<file path="src/include/soc_cfg.svh">
// Word-addressed bus only; the memory map assumes region decode on the top four address bits
`ifndef SOC_CFG_SVH
`define SOC_CFG_SVH

//////////////////////////////////////////////////////////////////////
// Bus widths
//////////////////////////////////////////////////////////////////////

// Word address, no byte lanes
`define SOC_ADDR_W 16
`define SOC_DATA_W 32

//////////////////////////////////////////////////////////////////////
// Memory map
//////////////////////////////////////////////////////////////////////

`define SOC_MEM_DEPTH 256
`define SOC_MEM_IDX_W 8

// Region field in the word address
`define SOC_REGION_MSB 15
`define SOC_REGION_LSB 12

`define SOC_REGION_MEM  0
`define SOC_REGION_CTRL 1
`define SOC_REGION_EXT  2

//////////////////////////////////////////////////////////////////////
// Misc
//////////////////////////////////////////////////////////////////////

`define SOC_ID_VALUE 32'h5CE0_0001
`define SOC_RTC_SYNC_STAGES 2

// Extension block write counter, wraps
`define SOC_EXT_CNT_W 8

`endif

</file>
<file path="src/logic/soc_pkg.sv">
// Bus types for the fixture; the request carries no byte strobes and there is no ready signal
`include "soc_cfg.svh"

package soc_pkg;

  // Widths with a meaning
  typedef logic [`SOC_ADDR_W-1:0] addr_t;
  typedef logic [`SOC_DATA_W-1:0] data_t;
  typedef logic [1:0]             boot_mode_t;

  //////////////////////////////////////////////////////////////////////
  // Host bus
  //////////////////////////////////////////////////////////////////////

  // One-cycle strobe per request
  typedef struct packed {
    logic  valid;
    logic  write;
    addr_t addr;
    data_t wdata;
  } bus_req_t;

  // Valid exactly one cycle after the request edge
  typedef struct packed {
    logic  valid;
    logic  err;
    data_t rdata;
  } bus_rsp_t;

  // Decoded target of a request
  typedef enum logic [1:0] {
    REG_MEM,
    REG_CTRL,
    REG_EXT,
    REG_NONE
  } region_e;

endpackage

</file>
<file path="src/logic/ext_playground.sv">
// Offsets 0 to 2 only; the add count wraps silently and the overflow flag clears only through offset 1
`include "soc_cfg.svh"

module ext_playground (
  input  logic              clk_i,
  input  logic              rst_n_i,
  input  soc_pkg::bus_req_t slv_req_i,
  output soc_pkg::bus_rsp_t slv_rsp_o,
  output logic              ovf_o
);

  logic [`SOC_REGION_LSB-1:0] offset;
  logic [`SOC_EXT_CNT_W-1:0]  cnt_q;
  logic                       add_carry;
  logic                       do_add;
  logic                       do_clr;
  logic                       bad_acc;
  logic                       ovf_q;
  logic                       rsp_valid_q;
  logic                       rsp_err_q;

  soc_pkg::data_t acc_q;
  soc_pkg::data_t add_sum;
  soc_pkg::data_t rd_data;
  soc_pkg::data_t rdata_q;

  assign offset = slv_req_i.addr[`SOC_REGION_LSB-1:0];
  assign do_add = slv_req_i.valid && slv_req_i.write && offset == 0;
  assign do_clr = slv_req_i.valid && slv_req_i.write && offset == 1;

  // Count register is read only
  assign bad_acc = (offset > 2) || (slv_req_i.write && offset == 2);

  assign {add_carry, add_sum} = acc_q + slv_req_i.wdata;

  //////////////////////////////////////////////////////////////////////
  // Accumulator state
  //////////////////////////////////////////////////////////////////////

  always_ff @(posedge clk_i or negedge rst_n_i) begin
    if (!rst_n_i) begin
      acc_q <= '0;
      cnt_q <= '0;
      ovf_q <= 1'b0;
    end else if (do_clr) begin
      acc_q <= '0;
      cnt_q <= '0;
      ovf_q <= 1'b0;
    end else if (do_add) begin
      acc_q <= add_sum;
      cnt_q <= cnt_q + 1'b1;
      // Sticky until the next clear
      ovf_q <= ovf_q | add_carry;
    end
  end

  assign ovf_o = ovf_q;

  // Read mux
  always_comb begin
    case (offset)
      0:       rd_data = acc_q;
      2:       rd_data = soc_pkg::data_t'(cnt_q);
      default: rd_data = '0;
    endcase
  end

  //////////////////////////////////////////////////////////////////////
  // Response
  //////////////////////////////////////////////////////////////////////

  always_ff @(posedge clk_i or negedge rst_n_i) begin
    if (!rst_n_i) begin
      rsp_valid_q <= 1'b0;
      rsp_err_q   <= 1'b0;
    end else begin
      rsp_valid_q <= slv_req_i.valid;
      rsp_err_q   <= slv_req_i.valid & bad_acc;
    end
  end

  always_ff @(posedge clk_i) begin
    if (slv_req_i.valid) begin
      rdata_q <= (slv_req_i.write || bad_acc) ? '0 : rd_data;
    end
  end

  always_comb begin
    slv_rsp_o.valid = rsp_valid_q;
    slv_rsp_o.err   = rsp_err_q;
    slv_rsp_o.rdata = rdata_q;
  end

endmodule

</file>
<file path="config.mk">
export PLATFORM = sky130hd
export DESIGN_NAME = ext_playground
export DESIGN_NICKNAME = d
export VERILOG_FILES = /design/src/logic/soc_pkg.sv /design/src/logic/ext_playground.sv
export VERILOG_INCLUDE_DIRS = /design/src /design/src/include
export SDC_FILE = /design/constraint.sdc
export NUM_CORES = 1
export LEC_CHECK = 0
export BUFFER_PORTS_ARGS = -buffer_cell sky130_fd_sc_hd__buf_4
export CORE_MARGIN = 2
export CORE_UTILIZATION = 61
export CTS_CLUSTER_DIAMETER = 80
export DETAILED_ROUTE_END_ITERATION = 10
export GPL_TIMING_DRIVEN = 0
export PLACE_DENSITY = 0.94
export SLEW_MARGIN = 20
export SYNTH_ARGS = -nofsm -noshare
export SYNTH_HDL_FRONTEND = slang
export SYNTH_SLANG_ARGS = --single-unit
</file>
<file path="constraint.sdc">
create_clock -name clk_i -period 6.9 [get_ports clk_i]
set_clock_uncertainty 0.1 [all_clocks]
set_input_delay 0.69 -clock clk_i [delete_from_list [all_inputs] [get_ports clk_i]]
set_output_delay 0.69 -clock clk_i [all_outputs]
set_load 0.01 [all_outputs]
</file>
# Word-level counts from Yosys, hierarchy flattened
# Index checks and enable logic that the tools add are counted.
# classes
n_eq_ne	2
n_reduce_logical	8
bitwise_logic	2
order_cmp	1
n_mux	7
n_addsub	2
# op_table
op	n
2-to-1 mux 32 bit	2
one-hot mux 32 bit (2 select lines)	1
adder 32 x 32 -> 33 bit	1
2-to-1 mux 8 bit	2
== test 12 x 1 -> 1 bit (second input constant)	1
== test 12 x 2 -> 1 bit (second input constant)	1
> comparator 12 x 2 -> 1 bit (second input constant)	1
logical NOT 12 bit	1
adder 8 x 1 -> 8 bit (second input constant)	1
logical AND 1 bit	4
logical OR 1 bit	2
2-to-1 mux 1 bit	2
nonzero test 2 bit	1
AND 1 bit	1
bitwise OR 1 bit	1
# word_totals
input_bits	52
output_inout_bits	35
reg_bits	75
word_cells	28

# Logic depth before layout (Yosys ltp)
# depth
word_depth	4
depth_mapped	10
mapped_depth_nobuf	10

# Least setup slack after synthesis
# No wires, ideal clock.
# synth_path
path_kind	input port to flip-flop
from	input port slv_req_i[3] (netlist bit)
to	register acc_q[29]
required_ns	6.678
cell_stages	8
n_path_buf	0
arrival_ns	2.597
slack_ns	4.082
setup_ns	0.122
cell_sequence	ha_1 -> a21o_1 -> a21oi_4 -> a211oi_4 -> o31ai_4 -> a311oi_1 -> or4_1 -> a32o_1
# synth_via
elab_chain_len	3
# synth_rtl
item	line	text
start, declared	ext_playground.sv:7	input soc_pkg::bus_req_t slv_req_i,
adder 32 x 32 -> 33 bit	ext_playground.sv:34	assign {add_carry, add_sum} = acc_q + slv_req_i.wdata;
2-to-1 mux 32 bit	ext_playground.sv:49	end else if (do_add) begin
2-to-1 mux 32 bit	ext_playground.sv:45	end else if (do_clr) begin
end signal, assigned	ext_playground.sv:50	acc_q <= add_sum;
end, declared	ext_playground.sv:22	soc_pkg::data_t acc_q;
# Every way passes these cells. The select of a mux whose other input is x is not followed.
# A chain may end at the register's enable or synchronous reset.

# Final worst setup path
# layout_path
from	input port slv_req_i[0] (netlist bit)
to	register acc_q[28]
# The elaborated chain is that of the path after synthesis.

==> metrics.cfg <==
[worst_setup_path]
crit_path_start_kind = primary input
worstSetupEndpointType = flop
r2r_setup_slack_ns = 3.90
path_max_fanout = 5
critPathKind = in2reg
crit_arrival_ns = 3.18
required_ns = 7.03

[timing]
rsz0062_at_grt = no
fin_tns_setup_ns = 0
tightest_slew_ns = 0.920
min_period_ns = 3.05
drv_slew = 0
final-setup-viol-count = 0
min_period_over_period = 0.442
fmax_mhz = 328
relSlewSlack = 0.385
hold_viol = 0

[finish]
layout.area.seq_sq_um = 2040
nets = 703
final_cells = 724
antenna_cells = 0
layout-drive-gt1-share = 0.180
fin_area_sq_um = 5790
syn_to_final_growth_pct = 18.7
multiInputGateArea_sq_um = 2690
final_common_cell = buf_4
fill_cells = 555
utilization = 0.750
final_cell_mix = buf_4, nand2_1, dfrtp_1

[drt]
drt_iter0_drc = 352
wl_per_cell_um = 17.4
vias = 4550
drc = 0
ant_nets = 0
dr.pass1.iters = 5
post_drt_via_cell_ratio = 6.28
routed_wl_um = 12600

[global_routing]
grt_use_met2 = 0.478
grt_max_degree = 44
overflow = 0
use_met3 = 0.0556
grtUsageTotal = 0.304
grt_use_met1 = 0.411
grt_antenna_before_repair = 0
grt.busiest_layer = met2
grt_pass1_wl_um = 20600
grt_pass1_vias = 4324

[logic_synthesis]
ys_seq_area_frac = 0.418
synth_edf_count = 32
async_reset_ff_frac = 0.573
syn_nets = 610
yosysWarnings = 0
postSynthCellCount = 524
netlist_area_sq_um = 4880
ys_types = 63
synth_flop_cell = dfrtp_1
ys_seq_elements = 75
avgSynthCellArea_sq_um = 9.31

[placed_design]
gp_congestion = 0.964
placed_area_sq_um = 5620
port_buffers = 82
dp_cells = 708
place_hpwl_um = 9080

[clock_network]
insertion_delay_ns = 0.36
clk_pin_slew_ns = 0.09
clock_path_buffers = 2
cts_tree = done
root_buffer = clkbuf_8
numCtsBuffers = 9
cts_hold_buf = 0
clock-sinks = 75
h-tree-depth = 3
cts.repair.resized = 0
cts_setup_buffers = 0

[power]
sequentialPowerShare = 0.537
p_sw_frac = 0.257
clockPowerShare = 0.351
p_int_w = 0.000657
power_switching_w = 0.000227
p_leak_nw = 2.66
comb_power_share = 0.112
vdd.ir_drop.worst_uv = 95.9
power.density_nw_per_um2 = 153

[min_path]
hold_class = in2async

[job]
max_cap_violations = 0

[floorplan]
coreArea_sq_um = 7730
die_x_um = 93.4
io_pins = 87
dieArea_sq_um = 8730
rows = 32
initial_core_util = 0.631
die_h_um = 93.4

[status]
status = complete, no violations

[registers in the layout, indices dropped and copies added (netlist names)]
signal,count
ovf_o,1
rsp_valid_q,1
cnt_q,8
rsp_err_q,1
rdata_q,32
acc_q,32
[synthesized netlist by cell type, types with 3 or more instances]
cell | count | area (sq um)
a21o_1 | 19 | 143
nor3_1 | 8 | 40.0
o21ai_0 | 28 | 140
ha_1 | 33 | 413
o311ai_1 | 3 | 26.3
xor2_1 | 6 | 52.6
nand4_1 | 7 | 43.8
a31oi_1 | 6 | 37.5
nand3_1 | 16 | 80.1
o31ai_1 | 6 | 45.0
and2_1 | 26 | 163
dfrtp_1 | 43 | 1080
o21ai_1 | 16 | 80.1
inv_1 | 13 | 48.8
o2111ai_1 | 3 | 26.3
or3_1 | 3 | 18.8
nor2_1 | 42 | 158
edfxtp_1 | 32 | 961
nor2b_1 | 5 | 31.3
and3_1 | 7 | 43.8
xnor2_1 | 14 | 123
nor4_1 | 3 | 18.8
a21oi_1 | 34 | 170
or4_1 | 4 | 30.0
o211ai_1 | 3 | 22.5
nand2_1 | 68 | 255
mux2i_1 | 11 | 110
o21a_1 | 4 | 30.0
a32o_1 | 3 | 30.0
clkbuf_1 | 17 | 63.8
[per-layer routing]
layer / vias up / wire (um)
li1: 2109 / -
met3: 36 / 963
met1: 2157 / 5380
met4: 0 / 343
met5: - / 0
met2: 248 / 5930
[power groups by stage]
stage          combinational, W  clock [W]  sequential [W]
2_1_floorplan         0.0000421          0        0.000488
3_3_place_gp          0.0000953          0        0.000484
3_5_place_dp          0.0000975          0        0.000484
4_1_cts               0.0000983   0.000313        0.000475
5_1_grt                0.000108   0.000328        0.000475
6_report              0.0000991   0.000310        0.000475
[layout make-up]
type                       count  share of cell area
buffer                        22              0.0171
clock buffer                  12              0.0251
clock inverter                 4             0.00454
inverter                      13             0.00842
multi-input combinational    414               0.465
sequential                    75               0.352
tap                          102              0.0220
timing repair buffer          82               0.106
[critical path, cell delays in order]
cell,delay [ns]
buf_4,0.11
ha_1,0.21
inv_1,0.08
fa_1,0.19
nor2b_1,0.09
o31ai_1,0.32
o21ai_1,0.12
a21oi_1,0.37
o2111ai_1,0.38
and3_1,0.26
or3_1,0.36
[kinds of logic (layout without fill, tap and decap cells)]
group	count (synthesis)	after routing	share of synthesized area
flops	75	75	0.418
fa+ha+maj	34	34	0.0887
simple gates	198	198	0.197
mux	11	11	0.0226
buf+inv	35	133	0.0303
compound gates	151	151	0.207
xor+xnor	20	20	0.0359
[per-stage QoR]
step | hold WS [ns] | power (W) | worst slack [ns]
5_1_grt | 0.271 | 0.000911 | 3.78
2_1_floorplan | 0.294 | 0.000530 | 4.08
3_3_place_gp | 0.392 | 0.000579 | 3.65
6_report | 0.232 | 0.000884 | 3.85
4_1_cts | 0.241 | 0.000885 | 3.93
3_5_place_dp | 0.400 | 0.000581 | 3.59
[final timing paths]
check / start / endpoint / cells after the start
min: rst_n_i / acc_q[8] / 1
min in group clk_i: acc_q[23] / acc_q[23] / 2
max: slv_req_i[0] / acc_q[28] / 11
min reg2reg: acc_q[23] / acc_q[23] / 2
max in group asynchronous: rst_n_i / rsp_valid_q / 1
max reg2reg: acc_q[0] / acc_q[28] / 10
(Power assumes the default switching activity.)
